[src/tag_array_pkg.sv]
// Tag array shared definitions
// Array dimensions, entry and lane-mask types, controller states
package tag_array_pkg;

  // Index width, 512 entries
  localparam int ADDR_BITS = 9;

  // Each entry is two 26-bit lanes
  localparam int LANE_BITS = 26;
  localparam int LANES     = 2;

  localparam int DEPTH = 1 << ADDR_BITS;

  // Entry index
  typedef logic [ADDR_BITS-1:0] addr_t;

  // Full entry, lane 1 in the upper half
  typedef logic [LANES*LANE_BITS-1:0] entry_t;

  // Per-lane write mask, active high
  typedef logic [LANES-1:0] lane_mask_t;

  // Clearing sweep, then serving requests
  typedef enum logic {
    ST_SWEEP,
    ST_READY
  } ctrl_state_e;

endpackage

[src/sweep_counter.sv]
// Sweep index counter
// Walks every entry once per start pulse, flags the last index
`timescale 1ns/1ns

module sweep_counter (
  input  logic                 CLK,
  input  logic                 arst_n,
  input  logic                 start,
  output tag_array_pkg::addr_t index,
  output logic                 active,
  output logic                 last
);
  import tag_array_pkg::*;

  // Top index of the array
  localparam addr_t LAST_INDEX = addr_t'(DEPTH - 1);

  always_ff @(posedge CLK or negedge arst_n) begin
    if (!arst_n) begin
      index  <= '0;
      active <= 1'b0;
    end else if (start) begin
      // Restart from index 0
      index  <= '0;
      active <= 1'b1;
    end else if (active) begin
      // Wraps to 0 after the last index
      index <= index + 1'b1;
      if (last) begin
        active <= 1'b0;
      end
    end
  end

  // Last entry of a running sweep
  assign last = active && (index == LAST_INDEX);

endmodule

[config.mk]
export PLATFORM = sky130hd
export DESIGN_NAME = sweep_counter
export DESIGN_NICKNAME = d
export VERILOG_FILES = /design/src/tag_array_pkg.sv /design/src/sweep_counter.sv
export SDC_FILE = /design/constraint.sdc
export NUM_CORES = 1
export LEC_CHECK = 0
export ABC_AREA = 1
export BUFFER_PORTS_ARGS = -buffer_cell sky130_fd_sc_hd__buf_2
export CAP_MARGIN = 25
export CORE_AREA = 5 5 42 44
export DETAILED_ROUTE_END_ITERATION = 16
export DIE_AREA = 0 0 47 49
export HOLD_SLACK_MARGIN = 0.12
export PLACE_DENSITY = 0.68
export SYNTH_ARGS = -nofsm -noshare
export SYNTH_HDL_FRONTEND = slang
export SYNTH_SLANG_ARGS = --single-unit
[constraint.sdc]
create_clock -name CLK -period 1.35 [get_ports CLK]
set_clock_uncertainty 0.15 [all_clocks]
set_input_delay 0.0675 -clock CLK [delete_from_list [all_inputs] [get_ports CLK]]
set_output_delay 0.0675 -clock CLK [all_outputs]
set_load 0.03 [all_outputs]
Word level (Yosys, flattened, before mapping)
Cells that the tools add are included.

Register bits: 10. Bits of input ports: 3. Word-level logic and storage cells: 11.

$add $sub $neg: 1. Equality and inequality tests: 1. Mux-type cells: 5. Reduce and logical (&&, ||, !) cells: 2.

Operator list (count): $mux 9 (2); $add 9x1->9 const B (1); $eq 9x9->1 const B (1); $mux 1 (3); $reduce_bool 2->1 (1); $logic_and 1x1->1 (1).

Depth between registers and ports, before layout
Word-level depth: 5. Gate-level depth with buffers: 7.

Least setup slack after synthesis
Ideal clock, no wire load.

Kind: register to output. From: register index[0]. To: output last. Data arrival time: 1543 ps. Required time: 1133 ps. Slack: -411 ps. Stages on the path, launching flop included: 8. Cells stage by stage: dfrtp_1 ha_1 nand2_1 nor3_1 and3_1 ha_1 nand2_1 inv_1.

Word-level cells in the longest chain between the ends: 2.

Ends and longest elaborated chain: start, declared (line sweep_counter.sv:9) `output tag_array_pkg::addr_t index,`; start signal, assigned (line sweep_counter.sv:28) `index <= index + 1'b1;`; $eq 9x9->1 (line sweep_counter.sv:36) `assign last = active && (index == LAST_INDEX);`; $logic_and 1x1->1 (line sweep_counter.sv:36); end, declared (line sweep_counter.sv:11) `output logic last`.

Every way passes these cells.

Final worst setup path
From: register index[1]. To: output last.

The elaborated chain is that of the path after synthesis.

==> results.sh <==
export IMPL_grt_pass1_wl_um=2100
export IMPL_cp_required_ps=1130
export IMPL_ctsLongestPathBuffers=2
export IMPL_final_max_slew_viol_count=0
export IMPL_routedWlPerCell_um=11.5
export IMPL_r2r_slack_ps=-180
export IMPL_endpoint_kind="output pin"
export IMPL_path_class="reg -> out"
export IMPL_clock_sinks=10
export IMPL_cts_tree="yes"
export IMPL_worst_slack_ps=-385
export IMPL_gr_usage_met3_pct=3.32
export IMPL_r2r_start="index[1]"
export IMPL_numCtsBuffers=3
export IMPL_drt_pass1_iter_count=4
export IMPL_post_dp_cell_area_um2=688
export IMPL_syn_nets=72
export IMPL_die_w_um=47
export IMPL_maxSlewHeadroom_pct=84.0
export IMPL_reg2reg_depth=7
export IMPL_grt_pass1_vias=501
export IMPL_root_buffer="clkbuf_4"
export IMPL_period_share_pct=128
export IMPL_fill_cells=130
export IMPL_synth_top_area_share_pct=46.4
export IMPL_gr_usage_met1_pct=15.3
export IMPL_met2_usage_pct=20.4
export IMPL_grt_max_degree=11
export IMPL_holdCritPathClass="reg -> reg"
export IMPL_synthTopCellsByArea="dfrtp_1, nand2_1, inv_1"
export IMPL_max_freq_mhz=576
export IMPL_min_period_ps=1730
export IMPL_grt_ovfl_total=0
export IMPL_syn_inst=67
export IMPL_ir_drop_uv=641
export IMPL_yosys_most_used_dff="dfrtp_1"
export IMPL_drtAntennaViolNets=0
export IMPL_critPathMaxFanout=2
export IMPL_finalHoldViolations=0
export IMPL_ys_seq_area_share_pct=46.4
export IMPL_drtIter0Drc=11
export IMPL_post_place_ws_ps=-183
export IMPL_startpoint_type="register"
export IMPL_maxCapViolCount=0
export IMPL_hold_depth=2
export IMPL_synthArstFlopShare_pct=100
export IMPL_crit_arrival_ps=1520
export IMPL_finalSetupTns_ps=-702
export IMPL_final_util_pct=58.8
export IMPL_setup_violations=3
export IMPL_core_um2=1400
export IMPL_worst_pin_slew_ps=240
export IMPL_rsz0062_at_grt="yes"
export IMPL_min_from="index[8]"
export IMPL_ys_types=18
export IMPL_area_growth_pct=52.7
export IMPL_die_area_um2=2300
export IMPL_numPortBuffers=13
export IMPL_violations="setup timing"
export IMPL_multi_input_area_um2=317
export IMPL_drt_vias_per_instance=4.79
export IMPL_p_leak_nw=0.433
export IMPL_busiest_layer="met2"
export IMPL_yosysWarnings=0
export IMPL_start_util_pct=38.5
export IMPL_yosys_top_cells_count="nand2_1, dfrtp_1, inv_1, nor2_1, a21oi_1"
export IMPL_vias=536
export IMPL_pin_count=14
export IMPL_yosys_area_top_type="dfrtp_1"
export IMPL_drt_wl_total_um=1290
export IMPL_die_h_um=49
export IMPL_n_antenna_cell=0
export IMPL_regArea_um2=254
export IMPL_gp_congestion=0.789
export IMPL_powerDensity_nw_per_um2=764
export IMPL_status="complete, but fails checks"
export IMPL_r2r_end="active"
export IMPL_syn_cell_area_um2=539
export IMPL_antenna_found_initial=0
export IMPL_final_cell_area_um2=823
export IMPL_post_dp_hpwl_um=925
export IMPL_synth_seq_cells=10
export IMPL_drc=0
export IMPL_htreeDepth=1
export IMPL_drive_gt1_share_pct=50.0
export IMPL_synth_edf_count=0
export IMPL_path_clk_slew_ps=70
export IMPL_grt_total_usage_pct=12.5
export IMPL_clock_latency_ps=270
export IMPL_hold_end="index[8]"
export IMPL_synth_area_per_cell_um2=8.05
export IMPL_final_nets=102
export IMPL_row_count=14
export IMPL_yosysMostFrequentCell="nand2_1"
-- worst max path at each step --
stage	slack (ps)	cells after the start	start	to
after floorplan	-210	7	index[1]	index[8]
after global placement	-140	8	index[1]	last
after detailed placement	-180	8	index[1]	last
after CTS	-380	8	index[0]	last
after global routing	-450	8	index[0]	last
final	-380	8	index[1]	last
-- flip-flops by register name, summed over array words and instances, names as in the netlist --
register	flops
active	1
index	9
-- routing by layer --
| metal | up-vias | share of wire [%] | routed length (um) |
|---|---|---|---|
| li1 | 276 | - | - |
| met1 | 244 | 42 | 548 |
| met2 | 14 | 50 | 652 |
| met3 | 2 | 6.0 | 77 |
| met4 | 0 | 1.1 | 14 |
| met5 | - | 0 | 0 |
-- worst max-delay path, stage by stage (launching register included) --
cell	delay [ps]
dfrtp_2	430
ha_4	170
nand2_4	60
nor3_4	40
and3_4	180
ha_4	160
nand2_2	50
inv_2	30
buf_6	120
-- metrics by stage --
stage | hold slack, ps | power, W | instances
after floorplan | -378 | 0.000371 | 67
after global placement | -207 | 0.000402 | 102
after detailed placement | -205 | 0.000407 | 102
after CTS | 429 | 0.000634 | 110
after global routing | 474 | 0.000673 | 112
final | 424 | 0.000629 | 112
-- cell usage in the layout (no fill, tap or decap), drive strengths merged --
cell / n
clkbuf: 4
and3: 1
buf: 22
o21ai: 4
dfrtp: 10
nand2: 19
dlygate4sd3: 3
nor2: 9
inv: 10
nand4: 2
nor3: 1
nand3: 4
ha: 2
a21oi: 4
a31oi: 1
-- kinds of logic (layout without fill, tap and decap cells) --
group | Yosys count | count (layout) | synth area share [%]
AOI/OAI and AO/OA | 9 | 9 | 8.59
adders and majority gates | 2 | 2 | 4.64
buffers and inverters | 10 | 39 | 6.96
DFF | 10 | 10 | 46.4
and+or+nand+nor | 36 | 36 | 33.4
-- timing repair --
item / CTS / global route
hold endpoints to repair: 20 / 10
gates resized for setup: 8 / 7
endpoints found under the setup margin: 3 / 13
hold buffers: 3 / 1
pin swaps: 7 / 4
setup buffers: 1 / 3
-- cell type report --
class	instances	area share (%)
sequential	10	30.9
timing repair buffer	25	20.5
inverter	10	4.56
clock buffer	4	3.19
multi-input combinational	47	38.4
tap	16	2.43
-- where the power goes --
| part | leakage (nW) | switching (W) | internal [W] |
|---|---|---|---|
| registers | 0.128 | 0.00000704 | 0.000308 |
| logic | 0.290 | 0.0000583 | 0.0000391 |
| clock network | 0.0150 | 0.000103 | 0.000114 |
| total | 0.433 | 0.000168 | 0.000461 |
Power figures use the tool's default switching activity.
