$ cat config.mk
export PLATFORM = sky130hd
export DESIGN_NAME = array_ctrl_fsm_flat
export DESIGN_NICKNAME = d
export VERILOG_FILES = /design/src/tag_array_pkg.sv /design/src/sram_if.sv /design/src/array_ctrl_fsm.sv /design/src/flat_wrapper.sv
export SDC_FILE = /design/constraint.sdc
export NUM_CORES = 1
export LEC_CHECK = 0
export BUFFER_PORTS_ARGS = -buffer_cell sky130_fd_sc_hd__buf_2
export CORE_AREA = 4 4 93 95
export CTS_CLUSTER_SIZE = 24
export DETAILED_ROUTE_END_ITERATION = 12
export DIE_AREA = 0 0 97 99
export PLACE_DENSITY = 0.65
export SETUP_SLACK_MARGIN = 0.15
export SLEW_MARGIN = 5
export SYNTH_ARGS = -nofsm -noshare
export SYNTH_HDL_FRONTEND = slang
export SYNTH_SLANG_ARGS = --single-unit
$ cat constraint.sdc
create_clock -name CLK -period 7.4 [get_ports CLK]
set_clock_uncertainty 0.15 [all_clocks]
set_input_delay 1.48 -clock CLK [delete_from_list [all_inputs] [get_ports CLK]]
set_output_delay 1.48 -clock CLK [all_outputs]
set_load 0.01 [all_outputs]
$ cat src/tag_array_pkg.sv
// Tag array shared definitions
// Array dimensions, entry and lane-mask types, controller states
package tag_array_pkg;

  // Index width, 512 entries
  localparam int ADDR_BITS = 9;

  // Each entry is two 26-bit lanes
  localparam int LANE_BITS = 26;
  localparam int LANES     = 2;

  localparam int DEPTH = 1 << ADDR_BITS;

  // Entry index
  typedef logic [ADDR_BITS-1:0] addr_t;

  // Full entry, lane 1 in the upper half
  typedef logic [LANES*LANE_BITS-1:0] entry_t;

  // Per-lane write mask, active high
  typedef logic [LANES-1:0] lane_mask_t;

  // Clearing sweep, then serving requests
  typedef enum logic {
    ST_SWEEP,
    ST_READY
  } ctrl_state_e;

endpackage

$ cat src/sram_if.sv
// Single-port SRAM bus
// Active-low controls, address, write data and read data
`timescale 1ns/1ns

interface sram_if;
  import tag_array_pkg::*;

  // Chip enable and global write enable, active low
  logic   cen;
  logic   gwen;

  // Per-bit write enable, active low
  // Only the top bit of each lane is decoded
  entry_t wen;

  addr_t  a;
  entry_t d;

  // Registered read data
  entry_t q;

  // Controller side
  modport ctrl (
    output cen, gwen, wen, a, d,
    input  q
  );

  // RAM side
  modport ram (
    input  cen, gwen, wen, a, d,
    output q
  );

endinterface

$ cat src/array_ctrl_fsm.sv
// Tag array controller
// Sequences clearing sweeps and requests onto the SRAM bus
`timescale 1ns/1ns

module array_ctrl_fsm (
  input  logic                     CLK,
  input  logic                     arst_n,
  input  logic                     req,
  input  logic                     req_write,
  input  tag_array_pkg::addr_t     req_addr,
  input  tag_array_pkg::lane_mask_t req_mask,
  input  tag_array_pkg::entry_t    req_wdata,
  input  logic                     flush,
  input  tag_array_pkg::addr_t     sweep_index,
  input  logic                     sweep_active,
  input  logic                     sweep_last,
  output logic                     sweep_start,
  output logic                     ready,
  output logic                     rdata_valid,
  sram_if.ctrl                     mem
);
  import tag_array_pkg::*;

  ctrl_state_e state;

  // Set by reset, asks for the first sweep
  logic start_pend;

  // Zero write at the sweep index
  logic sweep_wr;

  // Request taken this cycle, flush wins
  logic accept;
  logic wr_accept;

  // Active-low lane enables
  entry_t lane_wen;

  assign ready     = (state == ST_READY);
  assign accept    = ready && req && !flush;
  assign wr_accept = accept && req_write;
  assign sweep_wr  = (state == ST_SWEEP) && sweep_active;

  // Sweep after reset or on an accepted flush
  assign sweep_start = start_pend || (ready && flush);

  // Expand the lane mask, all lanes during a sweep
  always_comb begin
    for (int i = 0; i < LANES; i++) begin
      lane_wen[i*LANE_BITS +: LANE_BITS] =
        {LANE_BITS{!(sweep_wr || (wr_accept && req_mask[i]))}};
    end
  end

  // SRAM controls
  assign mem.cen  = !(sweep_wr || accept);
  assign mem.gwen = !(sweep_wr || wr_accept);
  assign mem.wen  = lane_wen;
  assign mem.a    = sweep_wr ? sweep_index : req_addr;
  assign mem.d    = sweep_wr ? '0 : req_wdata;

  always_ff @(posedge CLK or negedge arst_n) begin
    if (!arst_n) begin
      state       <= ST_SWEEP;
      start_pend  <= 1'b1;
      rdata_valid <= 1'b0;
    end else begin
      start_pend  <= 1'b0;
      // Read data lands one cycle after accept
      rdata_valid <= accept && !req_write;
      case (state)
        ST_SWEEP: begin
          // Index 511 written on this edge
          if (sweep_active && sweep_last) begin
            state <= ST_READY;
          end
        end
        ST_READY: begin
          if (flush) begin
            state <= ST_SWEEP;
          end
        end
        default: state <= ST_SWEEP;
      endcase
    end
  end

endmodule

$ cat src/flat_wrapper.sv
// flat-port wrapper written by rule: the top's interface ports become plain ports
module array_ctrl_fsm_flat import tag_array_pkg::*;
  (CLK, arst_n, req, req_write, req_addr, req_mask, req_wdata, flush, sweep_index, sweep_active, sweep_last, sweep_start, ready, rdata_valid, mem_cen, mem_gwen, mem_wen, mem_a, mem_d, mem_q);
  sram_if mem_i ();
  input  logic CLK;
  input  logic arst_n;
  input  logic req;
  input  logic req_write;
  input  tag_array_pkg::addr_t req_addr;
  input  tag_array_pkg::lane_mask_t req_mask;
  input  tag_array_pkg::entry_t req_wdata;
  input  logic flush;
  input  tag_array_pkg::addr_t sweep_index;
  input  logic sweep_active;
  input  logic sweep_last;
  output logic sweep_start;
  output logic ready;
  output logic rdata_valid;
  output wire logic [$bits(mem_i.cen)-1:0] mem_cen;
  output wire logic [$bits(mem_i.gwen)-1:0] mem_gwen;
  output wire logic [$bits(mem_i.wen)-1:0] mem_wen;
  output wire logic [$bits(mem_i.a)-1:0] mem_a;
  output wire logic [$bits(mem_i.d)-1:0] mem_d;
  input wire logic [$bits(mem_i.q)-1:0] mem_q;
  assign mem_cen = mem_i.cen;
  assign mem_gwen = mem_i.gwen;
  assign mem_wen = mem_i.wen;
  assign mem_a = mem_i.a;
  assign mem_d = mem_i.d;
  assign mem_i.q = mem_q;
  array_ctrl_fsm u_core (.CLK(CLK), .arst_n(arst_n), .req(req), .req_write(req_write), .req_addr(req_addr), .req_mask(req_mask), .req_wdata(req_wdata), .flush(flush), .sweep_index(sweep_index), .sweep_active(sweep_active), .sweep_last(sweep_last), .sweep_start(sweep_start), .ready(ready), .rdata_valid(rdata_valid), .mem(mem_i));
endmodule
# Yosys cells after proc, flatten, opt, wreduce, memory -nomap -nowiden

Index checks and enable logic that the tools add are counted.

Output and inout bits: 118
Register bits: 3

Reduce and logical (&&, ||, !) cells: 20
Bitwise operators: 1
Mux-type cells: 5

Operators by type and width:

| operator            | number |
|---|---|
| $mux W52            | 1 |
| $logic_and A1 B1 Y1 | 9 |
| $mux W9             | 1 |
| $logic_not A1 Y1    | 6 |
| $logic_or A1 B1 Y1  | 5 |
| $mux W1             | 2 |
| $pmux W1 S2         | 1 |
| $not A1 Y1          | 1 |

# Logic depth before layout (Yosys ltp)

Word-level depth: 6
Mapped depth: 5
Mapped depth without buffers: 2

# Least setup slack after synthesis

OpenSTA, ideal clock, no wires.

Path type: input to output
From: input port sweep_active
To: output port mem_wen[10]
Setup slack: 2534 ps
Data arrival time: 3236 ps
Path buffers: 3
Stages on the path: 5
Cells stage by stage: nor2b_1 -> buf_6 -> buf_12 -> a21oi_1 -> buf_4

Word-level cells in the longest chain between the ends: 3

RTL lines:

| item                | line                 | text |
|---|---|---|
| start, declared     | flat_wrapper.sv:14   | `input logic sweep_active;` |
| $logic_and A1 B1 Y1 | array_ctrl_fsm.sv:42 | `assign sweep_wr = (state == ST_SWEEP) && sweep_active;` |
| $logic_or A1 B1 Y1  | array_ctrl_fsm.sv:51 | `{LANE_BITS{!(sweep_wr \|\| (wr_accept && req_mask[i]))}};` |
| $logic_not A1 Y1    | array_ctrl_fsm.sv:51 |  |
| end, declared       | flat_wrapper.sv:21   | `output wire logic [$bits(mem_i.wen)-1:0] mem_wen;` |

Every way passes these cells.

# Worst setup path in the final report

From: input port sweep_active
To: output port mem_wen[49]

Same word-level chain as after synthesis.

==> out/results.tsv <==
metric	value	unit
finalCritPeriodShare	0.586	
synth_seq_area_share	0.0747	
via_per_inst	3.49	
cts_tree	done	
io_buffer_count	196	
avgSynthCellArea	7.69	sq um
diodes	0	
finalWirelength	3930	um
grt_max_degree	53	
worstPathMaxFanout	26	
leakage	1.08	nW
sequentialPowerShare	0.088	
drv_slew	0	
area.growth.synth_to_final	73.0	%
syn_nets	264	
postCtsHoldBufs	0	
dr_total_vias	1323	
initial_utilization	0.132	
powerDensity	121	mW/mm^2
synth_cells	133	
ctsResizeCount	0	
drive_gt1_frac	0.769	
cp-start-kind	input port	
fin_ws	3.07	ns
cts_sinks	3	
hp-class	register to register	
routabilityCongestion	0.739	
cts_max_path_buffers	2	
finalHoldViolCount	0	
swShare	0.409	
cts_root_buffer	clkbuf_8	
rsz0062_at_grt	no	
endpoint_kind	primary output	
crit_required	5.77	ns
antenna_found_initial	0	
setup_viol	0	
cp.arrival	2.70	ns
tns	0	ns
synth.distinct_cells	17	
min_period	4.33	ns
tightest_slew	0.681	ns
drt_first_pass_iters	2	
fmax	231	MHz
layout_common_cells	buf_2 (196), and2_1 (52), mux2_4 (5)	
dp_hpwl	3580	um
p_int	0.000127	W
yosys.area.top_type	buf_4	
h-tree-depth	1	
ant_nets	0	
status	finished, final reports clean	
clock_latency	0.21	ns
post-cts-setup-buffers	0	
drtIter0Drc	25	
cts_buffers	3	
place_ws	2.59	ns
fp.dieArea	0.00960	sq mm
ys_top_cells_by_area	buf_4 (37%), and2_1 (32%), mux2_4 (7.3%)	
power_frac_comb	0.691	
maxCapViolCount	0	
die_x	97	um
remaining_drc_errors	0	
yosys_register_bits	3	
final_common_cell	buf_2	
peakVddDrop	34.0	uV
num_rows	32	
grt_usage	0.0738	
synth_top_area_frac	0.367	
pwr-share-clk	0.220	
worstSetupPathType	input port to primary output	
io_pins	249	
holdWs	0.662	ns
core_area	0.00773	sq mm
routedWlPerCell	10.4	um
netSwitchingPower	0.0000878	W
die_h	99	um
yosysWarnings	0	
slew_headroom	0.546	
gr-total-overflow	0	
grt_pass1_wl	5790	um
syn-cell-area	0.00102	sq mm
nets	409	
grt_pass1_vias	1270	
clk_pin_slew	0.03	ns
==> power groups by stage <==
stage	registers, W	logic (W)	clock network, W
final	0.0000189	0.000148	0.0000473
after global routing	0.0000192	0.000163	0.0000503
after CTS	0.0000190	0.000152	0.0000490
after detailed placement	0.0000192	0.000151	0
after global placement	0.0000190	0.000150	0
after floorplan	0.0000191	0.000114	0
==> metrics by stage <==
step	util	cells	area (sq um)	total power, W
after global routing	0.229	379	1770	0.000232
after detailed placement	0.222	375	1710	0.000170
after CTS	0.227	379	1760	0.000220
after global placement	0.222	375	1710	0.000169
after floorplan	-	133	1020	0.000133
final	0.229	379	1770	0.000215
==> synthesized netlist by cell type <==
| cell | count |
|---|---|
| and2_1 | 52 |
| buf_4 | 50 |
| clkbuf_1 | 5 |
| mux2_4 | 5 |
| mux2_2 | 4 |
| a21oi_1 | 3 |
| a21o_1 | 2 |
| dfrtp_1 | 2 |
| nor2b_1 | 2 |
| and3b_1 | 1 |
| and4b_1 | 1 |
| buf_12 | 1 |
| buf_6 | 1 |
| conb_1 | 1 |
| dfstp_2 | 1 |
| nand2b_1 | 1 |
| nor2_1 | 1 |
==> critical path, stage by stage <==
cell,delay [ns]
buf_2,0.11
nor2b_1,0.12
buf_4,0.21
a21oi_2,0.53
buf_2,0.25
==> state kept, by name, summed over array words and instances, names as in the netlist <==
name	flops
u_core.ready	1
u_core.rdata_valid	1
u_core.start_pend	1
==> worst paths after layout <==
kind,start,end,slack [ns],depth (start not counted)
worst max-delay path,sweep_active,mem_wen[49],3.07,5
worst min register to register,u_core.ready$_DFF_PN0_,u_core.ready$_DFF_PN0_,0.66,2
worst min-delay path,u_core.ready$_DFF_PN0_,u_core.ready$_DFF_PN0_,0.66,2
worst max register to register,u_core.ready$_DFF_PN0_,u_core.ready$_DFF_PN0_,6.22,3
max in group asynchronous,arst_n,u_core.start_pend$_DFF_PN1_,6.00,1
min in group asynchronous,arst_n,u_core.ready$_DFF_PN0_,0.90,1
==> routing by layer <==
metal | vias up | global-route usage | share of wire
met2 | 135 | 0.149 | 0.51
met1 | 539 | 0.0662 | 0.31
met5 | - | 0 | 0
met3 | 4 | 0.0262 | 0.17
li1 | 645 | - | -
met4 | 0 | 0.0292 | 0.013
==> area by class of cell <==
class                      instances  area, sq um
multi-input combinational         73          531
clock buffer                       4         45.0
fill                             886         5960
sequential                         3         76.3
tap                              102          128
timing repair buffer             197          988
==> cell families after synthesis <==
family / synth area share
AND/OR/NAND/NOR: 0.359
multiplexers: 0.117
buffers and inverters: 0.416
AO/OA/AOI/OAI: 0.0294
other: 0.00367
flip-flops: 0.0747
No activity file was read; power rests on OpenSTA's default activity.
